[src/design/cmt_pkg.sv]
//************************************************************
// Commit stage package: slot sizes, data widths, opcodes,
// FSM states, system register indices and vector offsets
//************************************************************
`default_nettype none

package cmt_pkg;

   localparam int P_COMMIT_WIDTH = 2;        // log2 of commit slots
   localparam int CW             = 1 << P_COMMIT_WIDTH;
   localparam int PC_W           = 30;       // Word-addressed PC
   localparam int DW             = 32;
   localparam int PRF_AW         = 6;
   localparam int NUM_SR         = 4;        // Scratch registers
   localparam int PSR_W          = 8;

   // Offsets added to EVECT
   localparam logic [PC_W-1:0] VEC_SYSCALL = 8;
   localparam logic [PC_W-1:0] VEC_EINSN   = 4;

   typedef enum logic [1:0] {
      LSU_NONE  = 2'd0,
      LSU_LOAD  = 2'd1,
      LSU_STORE = 2'd2
   } lsu_op_t;

   typedef enum logic [2:0] {
      EPU_NONE    = 3'd0,
      EPU_MFSR    = 3'd1,
      EPU_MTSR    = 3'd2,
      EPU_SYSCALL = 3'd3,
      EPU_ERET    = 3'd4
   } epu_op_t;

   typedef enum logic {
      S_IDLE,
      S_PENDING
   } req_state_t;

   typedef enum logic [2:0] {
      MSR_PSR   = 3'd0,
      MSR_EPC   = 3'd1,
      MSR_EPSR  = 3'd2,
      MSR_EVECT = 3'd3,
      MSR_SR0   = 3'd4,
      MSR_SR1   = 3'd5,
      MSR_SR2   = 3'd6,
      MSR_SR3   = 3'd7
   } msr_idx_t;

endpackage

`default_nettype wire

[src/design/cmt_epu_if.sv]
//************************************************************
// Request/answer bundle between slot control, the
// exception unit and flush control
//************************************************************
`timescale 1ns/100ps
`default_nettype none

interface cmt_epu_if;
   import cmt_pkg::*;

   logic            req;        // One-cycle strobe
   epu_op_t         op;
   logic            exc;
   logic [PC_W-1:0] pc;
   logic [DW-1:0]   opera;
   logic [DW-1:0]   operb;

   logic            done;       // Exactly one cycle after req
   logic [DW-1:0]   wb_dout;
   logic            exc_flush;  // Valid with done only
   logic [PC_W-1:0] exc_tgt;
   logic            refetch;    // Valid with done only

   modport ctl (output req, op, exc, pc, opera, operb, input done, wb_dout);
   modport epu (input req, op, exc, pc, opera, operb,
                output done, wb_dout, exc_flush, exc_tgt, refetch);
   modport mon (input done, exc_flush, exc_tgt, refetch);

endinterface

`default_nettype wire

[src/design/cmt_msr_if.sv]
//************************************************************
// Exception unit to system register block bundle
//************************************************************
`timescale 1ns/100ps
`default_nettype none

interface cmt_msr_if;
   import cmt_pkg::*;

   msr_idx_t        rd_idx;
   logic            we;         // Applied at the next edge
   msr_idx_t        wr_idx;
   logic [DW-1:0]   wdata;
   logic            save;       // PSR to EPSR, save_pc to EPC
   logic [PC_W-1:0] save_pc;
   logic            restore;    // EPSR back to PSR

   logic [DW-1:0]   rd_data;
   logic [PC_W-1:0] epc;
   logic [PC_W-1:0] evect;

   modport epu (output rd_idx, we, wr_idx, wdata, save, save_pc, restore,
                input rd_data, epc, evect);
   modport msr (input rd_idx, we, wr_idx, wdata, save, save_pc, restore,
                output rd_data, epc, evect);

endinterface

`default_nettype wire

[src/design/cmt_msr.sv]
//************************************************************
// System registers: PSR, EPC, EPSR, EVECT and scratch
//************************************************************
`timescale 1ns/100ps
`default_nettype none

module cmt_msr
#(
   parameter logic [cmt_pkg::PC_W-1:0] EVECT_RST = '0
)
(
   input  logic    clk,
   input  logic    rst,
   cmt_msr_if.msr  msr
);
   import cmt_pkg::*;

   logic [PSR_W-1:0] psr_r;
   logic [PSR_W-1:0] epsr_r;
   logic [PC_W-1:0]  epc_r;
   logic [PC_W-1:0]  evect_r;
   logic [DW-1:0]    sr_r [NUM_SR];

   always_ff @(posedge clk)
   begin
      if (rst)
      begin
         psr_r   <= '0;
         epsr_r  <= '0;
         epc_r   <= '0;
         evect_r <= EVECT_RST;
         for (int i = 0; i < NUM_SR; i++)
            sr_r[i] <= '0;
      end
      else
      begin
         if (msr.save)
         begin
            epc_r  <= msr.save_pc;
            epsr_r <= psr_r;
         end
         if (msr.restore)
            psr_r <= epsr_r;
         if (msr.we)
         begin
            case (msr.wr_idx)
               MSR_PSR:   psr_r   <= msr.wdata[PSR_W-1:0];
               MSR_EPC:   epc_r   <= msr.wdata[PC_W-1:0];
               MSR_EPSR:  epsr_r  <= msr.wdata[PSR_W-1:0];
               MSR_EVECT: evect_r <= msr.wdata[PC_W-1:0];
               default:   sr_r[msr.wr_idx[1:0]] <= msr.wdata;   // SR0..SR3
            endcase
         end
      end
   end

   always_comb
   begin
      case (msr.rd_idx)
         MSR_PSR:   msr.rd_data = DW'(psr_r);
         MSR_EPC:   msr.rd_data = DW'(epc_r);
         MSR_EPSR:  msr.rd_data = DW'(epsr_r);
         MSR_EVECT: msr.rd_data = DW'(evect_r);
         default:   msr.rd_data = sr_r[msr.rd_idx[1:0]];
      endcase
   end

   assign msr.epc   = epc_r;
   assign msr.evect = evect_r;

   // MTSR and ERET are separate instructions
   assert property (@(posedge clk) disable iff (rst) !(msr.we && msr.restore));

endmodule

`default_nettype wire

[src/design/cmt_epu.sv]
//************************************************************
// Exception unit: system register moves, syscall,
// exception return and illegal-instruction trap
//************************************************************
`timescale 1ns/100ps
`default_nettype none

module cmt_epu
(
   input  logic    clk,
   input  logic    rst,
   cmt_epu_if.epu  epu,
   cmt_msr_if.epu  msr
);
   import cmt_pkg::*;

   logic            req_r;
   logic            exc_r;
   epu_op_t         op_r;
   msr_idx_t        idx_r;
   logic [PC_W-1:0] pc_r;
   logic [DW-1:0]   wdat_r;
   logic            is_exc;
   logic            is_sys;
   logic            is_eret;
   logic            is_mtsr;

   always_ff @(posedge clk)
   begin
      if (rst)
         req_r <= 1'b0;
      else
         req_r <= epu.req;
   end

   always_ff @(posedge clk)
   begin
      if (epu.req)
      begin
         exc_r  <= epu.exc;
         op_r   <= epu.op;
         idx_r  <= msr_idx_t'(epu.opera[2:0]);   // Register index from opera
         pc_r   <= epu.pc;
         wdat_r <= epu.operb;
      end
   end

   // An illegal instruction overrides its opcode
   assign is_exc  = req_r & exc_r;
   assign is_sys  = req_r & ~exc_r & (op_r == EPU_SYSCALL);
   assign is_eret = req_r & ~exc_r & (op_r == EPU_ERET);
   assign is_mtsr = req_r & ~exc_r & (op_r == EPU_MTSR);

   assign msr.rd_idx  = idx_r;
   assign msr.wr_idx  = idx_r;
   assign msr.we      = is_mtsr;
   assign msr.wdata   = wdat_r;
   assign msr.save    = is_exc | is_sys;
   assign msr.save_pc = pc_r;
   assign msr.restore = is_eret;

   assign epu.done      = req_r;
   assign epu.wb_dout   = msr.rd_data;               // MFSR result
   assign epu.exc_flush = is_exc | is_sys | is_eret;
   assign epu.refetch   = is_mtsr;

   always_comb
   begin
      if (is_exc)
         epu.exc_tgt = msr.evect + VEC_EINSN;
      else if (is_sys)
         epu.exc_tgt = msr.evect + VEC_SYSCALL;
      else
         epu.exc_tgt = msr.epc;                      // ERET
   end

   // Requests are single strobes from slot control
   assert property (@(posedge clk) disable iff (rst) epu.done |=> !epu.done);

endmodule

`default_nettype wire

[src/design/cmt_flush_ctl.sv]
//************************************************************
// Flush control: speculative flush register, flush
// priority and branch predictor update from slot 0
//************************************************************
`timescale 1ns/100ps
`default_nettype none

module cmt_flush_ctl
#(
   parameter int P_COMMIT_WIDTH = 2
)
(
   input  logic                      clk,
   input  logic                      rst,
   input  logic                      fire0,
   input  logic                      cmt_fls0,
   input  logic [cmt_pkg::PC_W-1:0]  cmt_fls_tgt0,
   input  logic [cmt_pkg::PC_W-1:0]  cmt_pc0,
   input  logic                      cmt_is_bcc0,
   input  logic                      cmt_is_breg0,
   input  logic                      cmt_is_brel0,
   input  logic                      cmt_bpu_taken,
   input  logic [cmt_pkg::PC_W-1:0]  cmt_bpu_tgt,
   cmt_epu_if.mon                    epu,
   output logic                      flush,
   output logic [cmt_pkg::PC_W-1:0]  flush_tgt,
   output logic                      spec_flush,
   output logic                      bpu_wb,
   output logic                      bpu_wb_is_bcc,
   output logic                      bpu_wb_is_breg,
   output logic                      bpu_wb_is_brel,
   output logic                      bpu_wb_taken,
   output logic [cmt_pkg::PC_W-1:0]  bpu_wb_pc,
   output logic [cmt_pkg::PC_W-1:0]  bpu_wb_npc_act
);
   import cmt_pkg::*;

   logic            spec_nxt;
   logic [PC_W-1:0] spec_tgt;
   logic [PC_W-1:0] npc0;

   assign npc0     = cmt_pc0 + PC_W'(1);
   assign spec_nxt = (cmt_fls0 | (epu.done & epu.refetch)) & ~spec_flush;

   // Set at the slot 0 retire, clears itself a cycle later
   always_ff @(posedge clk)
   begin
      if (rst)
         spec_flush <= 1'b0;
      else if (fire0 | spec_flush)
         spec_flush <= spec_nxt;
   end

   always_ff @(posedge clk)
   begin
      if (fire0)
         spec_tgt <= cmt_fls0 ? cmt_fls_tgt0 : npc0;   // Refetch restarts at pc0+1
   end

   assign flush     = spec_flush | (epu.done & epu.exc_flush);
   assign flush_tgt = spec_flush ? spec_tgt : epu.exc_tgt;   // Speculative flush wins

   assign bpu_wb         = fire0 & (cmt_is_bcc0 | cmt_is_breg0 | cmt_is_brel0);
   assign bpu_wb_is_bcc  = cmt_is_bcc0;
   assign bpu_wb_is_breg = cmt_is_breg0;
   assign bpu_wb_is_brel = cmt_is_brel0;
   assign bpu_wb_taken   = cmt_bpu_taken ^ cmt_fls0;           // Mispredict flips it
   assign bpu_wb_pc      = cmt_pc0;
   assign bpu_wb_npc_act = cmt_fls0 ? cmt_fls_tgt0 : cmt_bpu_tgt;

endmodule

`default_nettype wire

[src/design/cmt_fire_ctl.sv]
//************************************************************
// Retire control: slot classes, retire mask, unit request
// FSM, retire count and load/system writeback
//************************************************************
`timescale 1ns/100ps
`default_nettype none

module cmt_fire_ctl
#(
   parameter int P_COMMIT_WIDTH = 2
)
(
   input  logic                                             clk,
   input  logic                                             rst,
   input  logic [(1<<P_COMMIT_WIDTH)-1:0]                   cmt_valid,
   input  logic [(1<<P_COMMIT_WIDTH)-1:0]                   cmt_is_bcc,
   input  logic [(1<<P_COMMIT_WIDTH)-1:0]                   cmt_is_breg,
   input  logic [(1<<P_COMMIT_WIDTH)-1:0]                   cmt_is_brel,
   input  logic [(1<<P_COMMIT_WIDTH)-1:0]                   cmt_fls,
   input  logic [(1<<P_COMMIT_WIDTH)-1:0]                   cmt_exc,
   input  logic [(1<<P_COMMIT_WIDTH)-1:0]                   cmt_prd_we,
   input  cmt_pkg::lsu_op_t [(1<<P_COMMIT_WIDTH)-1:0]       cmt_lsu_op,
   input  cmt_pkg::epu_op_t [(1<<P_COMMIT_WIDTH)-1:0]       cmt_epu_op,
   input  logic [(1<<P_COMMIT_WIDTH)-1:0][cmt_pkg::PC_W-1:0] cmt_pc,
   input  logic [(1<<P_COMMIT_WIDTH)-1:0][cmt_pkg::PRF_AW-1:0] cmt_prd,
   input  logic [cmt_pkg::DW-1:0]                           cmt_opera,
   input  logic [cmt_pkg::DW-1:0]                           cmt_operb,
   input  logic                                             flush,
   input  logic                                             spec_flush,
   input  logic                                             lsu_done,
   input  logic [cmt_pkg::DW-1:0]                           lsu_rdata,
   output logic [(1<<P_COMMIT_WIDTH)-1:0]                   cmt_fire,
   output logic [P_COMMIT_WIDTH:0]                          cmt_pop_size,
   output logic                                             prf_we,
   output logic [cmt_pkg::PRF_AW-1:0]                       prf_waddr,
   output logic [cmt_pkg::DW-1:0]                           prf_wdata,
   output logic                                             lsu_req,
   output cmt_pkg::lsu_op_t                                 lsu_op,
   output logic [cmt_pkg::DW-1:0]                           lsu_addr,
   output logic [cmt_pkg::DW-1:0]                           lsu_wdat,
   cmt_epu_if.ctl                                           epu
);
   import cmt_pkg::*;

   localparam int CW = 1 << P_COMMIT_WIDTH;

   logic [CW-1:0] need_lsu;
   logic [CW-1:0] need_epu;
   logic [CW-1:0] single_fu;
   logic [CW-1:0] cmt_mask;
   logic [CW-1:0] ready;
   logic          unit_req;
   logic          unit_done;
   logic          ld_done;
   req_state_t    state;
   req_state_t    state_nxt;

   always_comb
   begin
      for (int i = 0; i < CW; i++)
      begin
         // An excepting load/store goes to the EPU only
         need_lsu[i] = ~spec_flush & ~cmt_exc[i] & (cmt_lsu_op[i] != LSU_NONE);
         need_epu[i] = ~spec_flush & ((cmt_epu_op[i] != EPU_NONE) | cmt_exc[i]);
         single_fu[i] = need_lsu[i] | need_epu[i] | cmt_fls[i]
                        | cmt_is_bcc[i] | cmt_is_breg[i] | cmt_is_brel[i];
      end
   end

   // Slot j retires only if slots 0..j are all plain
   always_comb
   begin
      cmt_mask[0] = 1'b1;
      for (int j = 1; j < CW; j++)
         cmt_mask[j] = cmt_mask[j-1] & ~single_fu[j-1] & ~single_fu[j];
   end

   assign ready     = cmt_valid & cmt_mask;
   assign unit_req  = ready[0] & (need_lsu[0] | need_epu[0]);
   assign unit_done = lsu_done | epu.done;
   assign cmt_fire  = ready & {CW{(~unit_req | unit_done) & ~flush}};

   assign lsu_req = (state == S_IDLE) & ready[0] & need_lsu[0];
   assign epu.req = (state == S_IDLE) & ready[0] & need_epu[0];

   always_comb
   begin
      state_nxt = state;
      case (state)
         S_IDLE:
            if (lsu_req | epu.req)
               state_nxt = S_PENDING;
         S_PENDING:
            if (unit_done)
               state_nxt = S_IDLE;
      endcase
   end

   always_ff @(posedge clk)
   begin
      if (rst)
         state <= S_IDLE;
      else
         state <= state_nxt;
   end

   always_comb
   begin
      cmt_pop_size = '0;
      for (int i = 0; i < CW; i++)
         cmt_pop_size = cmt_pop_size + {{P_COMMIT_WIDTH{1'b0}}, cmt_fire[i]};
   end

   // Stores finish without a register result
   assign ld_done   = lsu_done & (cmt_lsu_op[0] == LSU_LOAD);
   assign prf_we    = cmt_fire[0] & cmt_prd_we[0] & (epu.done | ld_done);
   assign prf_waddr = cmt_prd[0];
   assign prf_wdata = epu.done ? epu.wb_dout : lsu_rdata;

   assign lsu_op    = cmt_lsu_op[0];
   assign lsu_addr  = cmt_opera;
   assign lsu_wdat  = cmt_operb;
   assign epu.op    = cmt_epu_op[0];
   assign epu.exc   = cmt_exc[0];
   assign epu.pc    = cmt_pc[0];
   assign epu.opera = cmt_opera;
   assign epu.operb = cmt_operb;

   assert property (@(posedge clk) disable iff (rst) !(lsu_req && epu.req));
   // Answers only come back to an open request
   assert property (@(posedge clk) disable iff (rst)
                    (state == S_IDLE) |-> !(lsu_done || epu.done));

endmodule

`default_nettype wire

[src/design/cmt_top.sv]
//************************************************************
// Commit stage top: retire control, flush control,
// exception unit and system registers
//************************************************************
`timescale 1ns/100ps
`default_nettype none

module cmt_top
#(
   parameter int P_COMMIT_WIDTH = cmt_pkg::P_COMMIT_WIDTH
)
(
   input  logic                                             clk,
   input  logic                                             rst,
   // Reorder buffer head
   input  logic [(1<<P_COMMIT_WIDTH)-1:0]                   cmt_valid,
   input  logic [(1<<P_COMMIT_WIDTH)-1:0]                   cmt_is_bcc,
   input  logic [(1<<P_COMMIT_WIDTH)-1:0]                   cmt_is_breg,
   input  logic [(1<<P_COMMIT_WIDTH)-1:0]                   cmt_is_brel,
   input  logic [(1<<P_COMMIT_WIDTH)-1:0]                   cmt_fls,
   input  logic [(1<<P_COMMIT_WIDTH)-1:0]                   cmt_exc,
   input  logic [(1<<P_COMMIT_WIDTH)-1:0]                   cmt_prd_we,
   input  cmt_pkg::lsu_op_t [(1<<P_COMMIT_WIDTH)-1:0]       cmt_lsu_op,
   input  cmt_pkg::epu_op_t [(1<<P_COMMIT_WIDTH)-1:0]       cmt_epu_op,
   input  logic [(1<<P_COMMIT_WIDTH)-1:0][cmt_pkg::PC_W-1:0] cmt_pc,
   input  logic [(1<<P_COMMIT_WIDTH)-1:0][cmt_pkg::PC_W-1:0] cmt_fls_tgt,
   input  logic [(1<<P_COMMIT_WIDTH)-1:0][cmt_pkg::PRF_AW-1:0] cmt_prd,
   input  logic [cmt_pkg::DW-1:0]                           cmt_opera,
   input  logic [cmt_pkg::DW-1:0]                           cmt_operb,
   input  logic                                             cmt_bpu_taken,
   input  logic [cmt_pkg::PC_W-1:0]                         cmt_bpu_tgt,
   // To reorder buffer
   output logic [(1<<P_COMMIT_WIDTH)-1:0]                   cmt_fire,
   output logic [P_COMMIT_WIDTH:0]                          cmt_pop_size,
   // Pipeline flush
   output logic                                             flush,
   output logic [cmt_pkg::PC_W-1:0]                         flush_tgt,
   // Register file writeback
   output logic                                             prf_we,
   output logic [cmt_pkg::PRF_AW-1:0]                       prf_waddr,
   output logic [cmt_pkg::DW-1:0]                           prf_wdata,
   // Branch predictor update
   output logic                                             bpu_wb,
   output logic                                             bpu_wb_is_bcc,
   output logic                                             bpu_wb_is_breg,
   output logic                                             bpu_wb_is_brel,
   output logic                                             bpu_wb_taken,
   output logic [cmt_pkg::PC_W-1:0]                         bpu_wb_pc,
   output logic [cmt_pkg::PC_W-1:0]                         bpu_wb_npc_act,
   // Load/store port
   output logic                                             lsu_req,
   output cmt_pkg::lsu_op_t                                 lsu_op,
   output logic [cmt_pkg::DW-1:0]                           lsu_addr,
   output logic [cmt_pkg::DW-1:0]                           lsu_wdat,
   input  logic                                             lsu_done,
   input  logic [cmt_pkg::DW-1:0]                           lsu_rdata
);
   logic spec_flush;

   cmt_epu_if epu_if ();
   cmt_msr_if msr_if ();

   cmt_fire_ctl #(.P_COMMIT_WIDTH(P_COMMIT_WIDTH)) u_fire_ctl (
      .clk, .rst, .cmt_valid, .cmt_is_bcc, .cmt_is_breg, .cmt_is_brel,
      .cmt_fls, .cmt_exc, .cmt_prd_we, .cmt_lsu_op, .cmt_epu_op, .cmt_pc,
      .cmt_prd, .cmt_opera, .cmt_operb, .flush, .spec_flush, .lsu_done,
      .lsu_rdata, .cmt_fire, .cmt_pop_size, .prf_we, .prf_waddr, .prf_wdata,
      .lsu_req, .lsu_op, .lsu_addr, .lsu_wdat, .epu(epu_if)
   );

   cmt_flush_ctl #(.P_COMMIT_WIDTH(P_COMMIT_WIDTH)) u_flush_ctl (
      .clk, .rst,
      .fire0         (cmt_fire[0]),
      .cmt_fls0      (cmt_fls[0]),
      .cmt_fls_tgt0  (cmt_fls_tgt[0]),
      .cmt_pc0       (cmt_pc[0]),
      .cmt_is_bcc0   (cmt_is_bcc[0]),
      .cmt_is_breg0  (cmt_is_breg[0]),
      .cmt_is_brel0  (cmt_is_brel[0]),
      .cmt_bpu_taken, .cmt_bpu_tgt, .epu(epu_if), .flush, .flush_tgt, .spec_flush,
      .bpu_wb, .bpu_wb_is_bcc, .bpu_wb_is_breg, .bpu_wb_is_brel, .bpu_wb_taken,
      .bpu_wb_pc, .bpu_wb_npc_act
   );

   cmt_epu u_epu (.clk, .rst, .epu(epu_if), .msr(msr_if));

   cmt_msr #(.EVECT_RST(256)) u_msr (.clk, .rst, .msr(msr_if));

endmodule

`default_nettype wire

[config.mk]
export PLATFORM = sky130hd
export DESIGN_NAME = cmt_top
export DESIGN_NICKNAME = d
export VERILOG_FILES = /design/src/design/cmt_pkg.sv /design/src/design/cmt_epu_if.sv /design/src/design/cmt_msr_if.sv /design/src/design/cmt_msr.sv /design/src/design/cmt_epu.sv /design/src/design/cmt_flush_ctl.sv /design/src/design/cmt_fire_ctl.sv /design/src/design/cmt_top.sv
export SDC_FILE = /design/constraint.sdc
export NUM_CORES = 1
export LEC_CHECK = 0
export BUFFER_PORTS_ARGS = -buffer_cell sky130_fd_sc_hd__clkbuf_2
export CORE_AREA = 3 3 249 251
export DETAILED_ROUTE_END_ITERATION = 7
export DIE_AREA = 0 0 252 254
export PLACE_DENSITY = 0.5
export SLEW_MARGIN = 20
export SYNTH_ARGS = -nofsm -noshare
export SYNTH_HDL_FRONTEND = slang
export SYNTH_SLANG_ARGS = --single-unit
[constraint.sdc]
create_clock -name clk -period 10.9 [get_ports clk]
set_clock_uncertainty 0.15 [all_clocks]
set_input_delay 2.18 -clock clk [delete_from_list [all_inputs] [get_ports clk]]
set_output_delay 2.18 -clock clk [all_outputs]
set_load 0.03 [all_outputs]
==> qor_table.md, run 1 <==
| Metric | Value |
| --- | --- |
| Post-synth EDFFs | 227 |
| Library cell used as clock root buffer | clkbuf_16 |
| CP dominant cell by count | clkbuf_2 |
| Pre-CTS setup slack | 3.62 ns |
| Met3 GRT Util | 3.92% |
| Cell area reported after detailed placement | 18300 µm² |
| Ordered list of cells on the worst path | clkbuf_2, or2_2, o41ai_1, and4b_1, o211ai_1, or4_1, fa_1, inv_1, ha_1, clkbuf_2 |
| Min-delay worst type | register to register |
| Busiest layer in global routing | met2 |
| Total of hold buffers inserted after clock tree synthesis | 0 |
| CTS resizes | 0 |
| Post-CTS clock slew at the launch and capture registers of the worst setup and hold paths | 0.05 ns |
| Post-detailed-route count of antenna-violating nets | 0 |
| Met2 usage in global routing | 28.1% |
| Count of synthesis-stage warnings from yosys | 0 |
| Depth of the CTS H-tree | 2 |
| Cts bufs inserted | 37 |
| Worst rel slew slack | 29.8% |
| Setup crit end kind | output pin |
| Die Wd | 252 µm |
| Minimum setup slack in the final design | 3.68 ns |
| Final wirelength | 60300 µm |
| Clk sinks | 308 |
| Non-filler cells in the finished layout | 2678 |
| Worst R2R Start | u_epu.epu.done$_SDFF_PP0_ |
| Area of the die | 64000 µm² |
| Clk_lat worst skew | 0.55 ns |
| Critical path type | input pin to output pin |
| Biggest cell delay along the critical path | 0.57 ns |
| First-pass GRT wire length | 86500 µm |
| Number of fillers in the final layout | 6242 |
| Yosys top cell by area | edfxtp_1 |
| Number of cells on the worst hold path | 2 |
| Count of boundary I/O pins | 651 |
| Drt wl/cell | 22.5 µm |
| Post-Route Utilization | 32.3% |
| Power share of the sequential group | 45.5% |
| Critical Path RT | 8.57 ns |
| Share of cells above drive strength 1 | 29.1% |
| Drt first pass iters | 7 |
| Switching power as a share of total power | 27.6% |
| Yosys top cell area share | 41.3% |
| Unrepaired setup endpoints after global routing | false |
| Post-synthesis instance area | 16500 µm² |
| Starting Density | 27.4% |
| Number of placed instances with taps included | 2611 |
| Antenna diodes | 0 |
| Async set or reset register ratio after synthesis | 0% |
| Clock tree from TritonCTS | yes |
| Final critical-path required period | 7.22 ns |
| Final RePlAce weighted congestion | 0.873 |
| Sequential cell area fraction in the yosys report | 51.1% |
| Average footprint of a synthesized cell | 9.99 µm² |
| Total routing usage reported by global routing | 18.2% |
| Vias per std cell | 5.02 |
| Top fanout value on the critical path | 4 |
| Final-stage net count | 2316 |
| Core Region | 60100 µm² |
| Final count of pins violating max slew | 0 |
| Worst reg-to-reg path cell count | 5 |
| Initial drt markers | 1075 |
| Clk pwr share | 40.3% |
| Endpoint with the worst hold slack | u_msr.msr.evect[1]$_SDFFE_PP0P_ |
| Relative area change from synthesis to final layout | 17.7% |
| Count of vias placed by the detailed router | 13.5k |
| Cell area after layout | 19400 µm² |
| Floorplan die height | 254 µm |
| Overflow left after global routing | 0 |
| Setup TNS | 0 ns |
| Data arrival time of the critical path | 4.89 ns |
| Total leakage power | 7.55 nW |
| Worst-path cell with the longest stage delay | or4_1 |
| GR Util met1 | 26.3% |
| Net Switching | 0.819 mW |
| Net count of the mapped netlist | 2100 |
| Post-synth cell types | 71 |
| Worst hold slack across all endpoints | 0.334 ns |
| Largest net degree at the start of global routing | 83 |
| Fraction of power consumed by combinational cells | 14.1% |
| Maximum achievable frequency | 0.138 GHz |
| Maximum vdd ir drop | 0.102 mV |
| Hold Fails Final Rpt | 0 |
| Clock tree buffer depth | 3 |
| Port bufs | 379 |
| Initial antenna violation count | 2 |
| Cell count after synthesis | 1652 |
| Setup crit start kind | input pin |
| Max Cap Viol | 0 |
| Dominant synthesized flop cell | edfxtp_1 |
| Critical hold path startpoint | u_msr.msr.evect[1]$_SDFFE_PP0P_ |
| Pwr Density | 153 nW/µm² |
| DP Wirelength | 43800 µm |
| Number of global-route vias before repair | 12.9k |
| Total power of the final layout | 2.97 mW |
| FF-to-FF End | u_msr.sr_r[1][21]$_SDFFCE_PN0P_ |
| Cell internal pwr | 2.15 mW |
| Row count | 90 |
| Post-CTS setup buffer count | 0 |
| Worst-case register-to-register setup slack | 7.25 ns |
| # DRC | 0 |
| Cells taking the most area after synthesis | edfxtp_1 41%, dfxtp_1 9.8%, nand2_1 5.8%, mux4_2 5.3%, buf_4 5.3% |
| Register bit total from synthesis | 308 |
| Status | completed |
| Transition time of the tightest slew-check pin | 1.05 ns |
| Share of the clock period used by the worst path after layout | 66.3% |
| Total setup violations reported at the end of the flow | 0 |
## kinds of logic (layout without fill, tap and decap cells)
family	Yosys count	count (layout)	synth area share, %
adders and majority gates	6	6	0.500
buffers and inverters	304	548	9.87
AOI/OAI and AO/OA	295	295	11.6
and+or+nand+nor	629	629	17.3
muxes	71	71	7.60
DFF	308	308	51.1
xor gates and xnor gates	39	39	2.07
## Yosys cell counts (10+ instances only)
cell type / instances
nand2_1: 254
edfxtp_1: 227
nor2_1: 182
buf_4: 116
clkbuf_1: 90
o21ai_0: 85
dfxtp_1: 81
inv_1: 74
a21oi_1: 66
a311oi_1: 44
and2_1: 39
mux4_2: 39
mux2_2: 31
nand3_1: 27
nor3_1: 27
nor4_1: 24
xnor2_1: 24
a22oi_1: 23
a31oi_1: 19
nand4_1: 19
xor2_1: 15
buf_2: 10
## critical path: cells and delay by family
kind,cells,cell delay (ns)
AND/OR/NAND/NOR,3,1.16
adder cells (fa/ha/maj),2,0.67
buffers and inverters,3,0.35
AO/OA/AOI/OAI,2,0.54
## layout make-up
cell class | count | area [µm²] | area share (%)
well taps | 782 | 978 | 5.04
clock inverters | 15 | 135 | 0.696
flip-flops and latches | 308 | 8440 | 43.4
multi-input cells | 1040 | 6470 | 33.3
repair buffers | 406 | 2100 | 10.8
clock buffers | 52 | 1020 | 5.26
inverters | 75 | 282 | 1.45
## per-layer routing
layer  routed length [µm]  up-vias
li1                     -     6251
met2                26400      627
met4                  983        2
met3                 5150       60
met1                27800     6514
met5                   11        -
## state kept, by name, summed over array words and instances (netlist names), named ones only
name	flops
u_epu.epu.done	1
u_epu.exc_r	1
u_epu.msr.rd_idx	3
u_epu.msr.save_pc	30
u_epu.msr.wdata	32
u_epu.op_r	3
u_fire_ctl.state	1
u_flush_ctl.spec_flush	1
u_flush_ctl.spec_tgt	30
u_msr.epsr_r	8
u_msr.msr.epc	30
u_msr.msr.evect	30
u_msr.psr_r	8
u_msr.sr_r	128
## worst max-delay path by stage
stage                        startpoint               to  slack, ns  depth (start not counted)
after floorplan           cmt_epu_op[1]  cmt_pop_size[0]       3.82                          8
after global placement    cmt_epu_op[1]  cmt_pop_size[1]       3.62                         10
after detailed placement  cmt_epu_op[1]  cmt_pop_size[1]       3.62                         10
after CTS                 cmt_epu_op[1]  cmt_pop_size[1]       3.62                         10
after global routing      cmt_epu_op[1]  cmt_pop_size[1]       3.46                         10
final                     cmt_epu_op[1]  cmt_pop_size[1]       3.68                         10
## cell usage in the layout, fill, tap and decap left out, drive strengths merged, types with 10 or more instances in the layout
master and instances:
mux4 40, xnor2 24, nor2 182, a21oi 66
mux2 31, o21ai 86, dfxtp 81, inv 77
a31oi 19, edfxtp 227, clkbuf 431, nor3 27
buf 27, xor2 15, a22oi 23, nand4 20
a311oi 44, and2 39, nand2 254, nor4 24
nand3 27, clkinv 10
## power by group through the flow
stage / logic, mW / registers, mW / clock network [mW]
after floorplan: 0.300 / 1.35 / 0
after global placement: 0.423 / 1.38 / 0
after detailed placement: 0.425 / 1.38 / 0
after CTS: 0.426 / 1.35 / 1.23
after global routing: 0.451 / 1.36 / 1.28
final: 0.419 / 1.35 / 1.20
(Power assumes the default switching activity.)
==> run 2: changes to the inputs <==
--- a/config.mk
+++ b/config.mk
@@ -5,11 +5,12 @@
 export SDC_FILE = /design/constraint.sdc
 export NUM_CORES = 1
 export LEC_CHECK = 0
+export ABC_AREA = 1
 export BUFFER_PORTS_ARGS = -buffer_cell sky130_fd_sc_hd__clkbuf_2
-export CORE_AREA = 3 3 249 251
+export CORE_AREA = 3 3 251 253
 export DETAILED_ROUTE_END_ITERATION = 7
-export DIE_AREA = 0 0 252 254
-export PLACE_DENSITY = 0.5
+export DIE_AREA = 0 0 254 256
+export PLACE_DENSITY = 0.52
 export SLEW_MARGIN = 20
 export SYNTH_ARGS = -nofsm -noshare
 export SYNTH_HDL_FRONTEND = slang
==> constraint.sdc (replaced) <==
create_clock -name clk -period 6.1 [get_ports clk]
set_clock_uncertainty 0.15 [all_clocks]
set_input_delay 1.22 -clock clk [delete_from_list [all_inputs] [get_ports clk]]
set_output_delay 1.22 -clock clk [all_outputs]
set_load 0.03 [all_outputs]
==> run 2 against run 1 <==
Clock power grew 76%. Critical path depth grew 3. Register-to-register slack lost 4.6 ns. Wire length grew 12%. Synthesized area grew 3.0%. Non-clock buffer count is the same. First-iteration DRC count grew 12%.
==> qor_table.md, run 2 <==
| Metric | Value |
| --- | --- |
| Status | completed |
| Data arrival time of the critical path | 3.83 ns |
| Cell area after layout | 20000 µm² |
| Drt wl/cell | 21.2 µm |
| Depth of the CTS H-tree | 2 |
| Final RePlAce weighted congestion | 0.904 |
| Worst hold slack across all endpoints | 0.352 ns |
| First-pass GRT wire length | 97300 µm |
| Post-CTS setup buffer count | 0 |
| Minimum setup slack in the final design | 0.903 ns |
| Fraction of power consumed by combinational cells | 15.6% |
| Overflow left after global routing | 0 |
| Adder and majority gate portion of the synthesized area | 0.486% |
| Yosys top cell area share | 40.1% |
| Clk sinks | 308 |
| Sequential cell area fraction in the yosys report | 49.6% |
| Net count of the mapped netlist | 2590 |
| Drt first pass iters | 5 |
| Dominant synthesized flop cell | edfxtp_1 |
| Maximum vdd ir drop | 0.190 mV |
| Post-synthesis instance area | 17000 µm² |
| Post-synth cell types | 43 |
| Biggest cell delay along the critical path | 0.59 ns |
| Setup crit start kind | register |
| Vias per std cell | 4.94 |
| Total leakage power | 8.69 nW |
| Cell types with the highest counts after synthesis | 514 x nand2_1, 274 x nor2_1, 227 x edfxtp_1, 177 x inv_1, 169 x o21ai_0 |
| Worst reg-to-reg path cell count | 8 |
| Power share of the sequential group | 44.9% |
| Dominant cell by count in the synthesized netlist | nand2_1 |
| Area share of and/or/nand/nor cells after synthesis | 24.6% |
| Initial antenna violation count | 4 |
| Pwr Density | 267 nW/µm² |
| Switching power as a share of total power | 29.0% |
| Cell count after synthesis | 2142 |
| Critical path type | register to output pin |
| Setup TNS | 0 ns |
| Leading cell types in the layout, fill and taps excluded | 512 x nand2_1, 379 x clkbuf_2, 273 x nor2_1 |
| Post-CTS clock slew at the launch and capture registers of the worst setup and hold paths | 0.06 ns |
| CTS resizes | 0 |
| Final-stage net count | 2829 |
| Initial drt markers | 1205 |
| Non-filler cells in the finished layout | 3200 |
| CP dominant cell by count | inv_1 |
| Top fanout value on the critical path | 20 |
| Min-delay worst type | register to register |
| Starting Density | 27.8% |
| Total power of the final layout | 5.35 mW |
| Library cell used as clock root buffer | clkbuf_16 |
| Clock tree buffer depth | 3 |
| Count of synthesis-stage warnings from yosys | 0 |
| Async set or reset register ratio after synthesis | 0% |
| Post-detailed-route count of antenna-violating nets | 0 |
| Xor/xnor share of the synthesized area | 0.876% |
| Register ranked first by flip-flop count | u_msr.sr_r |
| Register bit total from synthesis | 308 |
| Critical Path RT | 4.73 ns |
| Cell area reported after detailed placement | 18900 µm² |
| Maximum achievable frequency | 0.192 GHz |
| Pre-CTS setup slack | 1.34 ns |
| Post-synth EDFFs | 227 |
| Number of global-route vias before repair | 14.8k |
| Port bufs | 379 |
| Largest net degree at the start of global routing | 80 |
| Total routing usage reported by global routing | 20.1% |
| Area of the die | 65000 µm² |
| Count of boundary I/O pins | 651 |
| Final critical-path required period | 5.20 ns |
| Cell internal pwr | 3.80 mW |
| Setup crit end kind | output pin |
| Core Region | 61300 µm² |
| Unrepaired setup endpoints after global routing | false |
| # DRC | 0 |
| Floorplan die height | 256 µm |
| Share of the clock period used by the worst path after layout | 85.2% |
| Cts bufs inserted | 36 |
| Number of cells on the worst hold path | 2 |
| Clk_lat worst skew | 0.53 ns |
| Final count of pins violating max slew | 0 |
| Worst-case register-to-register setup slack | 2.69 ns |
| Worst-path cell with the longest stage delay | nand2_2 |
| DP Wirelength | 51000 µm |
| Ordered list of cells on the worst path | nand2_1, nand2_2, inv_2, nand3_1, nor2_1, nand2_1, inv_1, ha_1, inv_1, fa_1, inv_1, ha_1, clkbuf_2 |
| Yosys top cell by area | edfxtp_1 |
| Count of vias placed by the detailed router | 15.8k |
| Most common library cell in the layout ignoring fill and taps | nand2_1 |
| Die Wd | 254 µm |
| Multiplexer fraction of the synthesized cell area | 0.294% |
| Hold Fails Final Rpt | 0 |
| Total of hold buffers inserted after clock tree synthesis | 0 |
| Final wirelength | 67800 µm |
| Main combinational cell family by area after synthesis | simple AND/OR/NAND/NOR gates |
| Cells taking the most area after synthesis | edfxtp_1 40%, nand2_1 11%, dfxtp_1 9.5%, nor2_1 6.0%, o21ai_0 5.0% |
| Synth Area in Compound Gates | 12.7% |
| Net Switching | 1.55 mW |
| Number of placed instances with taps included | 3133 |
| Largest register FFs | 128 |
| Transition time of the tightest slew-check pin | 0.966 ns |
| Clock tree from TritonCTS | yes |
| Total setup violations reported at the end of the flow | 0 |
| Worst rel slew slack | 35.4% |
| Average footprint of a synthesized cell | 7.94 µm² |
| Post-Route Utilization | 32.7% |
| Share of cells above drive strength 1 | 21.1% |
| Max Cap Viol | 0 |
| Clk pwr share | 39.5% |
| Relative area change from synthesis to final layout | 17.8% |
| Row count | 91 |
-- run 2: cell types whose count changed after synthesis, moves of 38 or more --
cell / change
mux4_2: -39
nand2_1: +260
o21ai_1: +50
nor2_1: +92
nand3_1: +88
inv_1: +103
a311oi_1: -44
and2_1: -38
o21ai_0: +84
-- run 2: routing by layer --
metal | up-vias | part of all wire (%) | track usage (%)
met1 | 7442 | 45 | 28.3
li1 | 7537 | - | -
met4 | 6 | 2.9 | 5.91
met5 | - | 0.068 | 0
met3 | 89 | 8.1 | 4.10
met2 | 727 | 44 | 31.2
-- run 2: cells by family after synthesis --
group / count (synthesis)
and+or+nand+nor: 1011
muxes: 5
xor gates and xnor gates: 17
adders and majority gates: 6
AOI/OAI and AO/OA: 402
DFF: 308
buffers and inverters: 393
-- run 2: worst max-delay path: cells and delay by family (launching register included) --
family        cells  cell delay [ns]
fa+ha+maj         3             0.88
simple gates      5             1.46
flops             1             0.51
buf+inv           5             0.44
-- run 2: power groups by stage --
stage | sequential [mW] | clock [mW] | combinational (mW)
global placement | 2.44 | 0 | 0.839
global route | 2.41 | 2.23 | 0.910
floorplan | 2.42 | 0 | 0.569
detailed placement | 2.45 | 0 | 0.845
CTS | 2.40 | 2.15 | 0.848
finish | 2.40 | 2.11 | 0.837
-- run 2: area by class of cell --
| class | instances | area, µm² |
|---|---|---|
| Timing Repair Buffer | 406 | 2100 |
| Inverter | 188 | 707 |
| Tap cell | 790 | 988 |
| Antenna cell | 2 | 5.00 |
| Fill cell | 6582 | 41200 |
| Clock buffer | 53 | 1040 |
| Clock inverter | 12 | 106 |
| Multi-Input combinational cell | 1441 | 6650 |
| Sequential cell | 308 | 8440 |
-- run 2: worst paths after layout --
| kind | start | endpoint |
|---|---|---|
| setup / recovery | u_epu.epu.done$_SDFF_PP0_ | cmt_pop_size[1] |
| hold / removal | u_msr.msr.epc[24]$_SDFF_PP0_ | u_msr.msr.epc[24]$_SDFF_PP0_ |
| setup reg to reg | u_epu.msr.rd_idx[2]$_DFFE_PP_ | u_msr.msr.epc[21]$_SDFF_PP0_ |
| hold reg to reg | u_msr.msr.epc[24]$_SDFF_PP0_ | u_msr.msr.epc[24]$_SDFF_PP0_ |
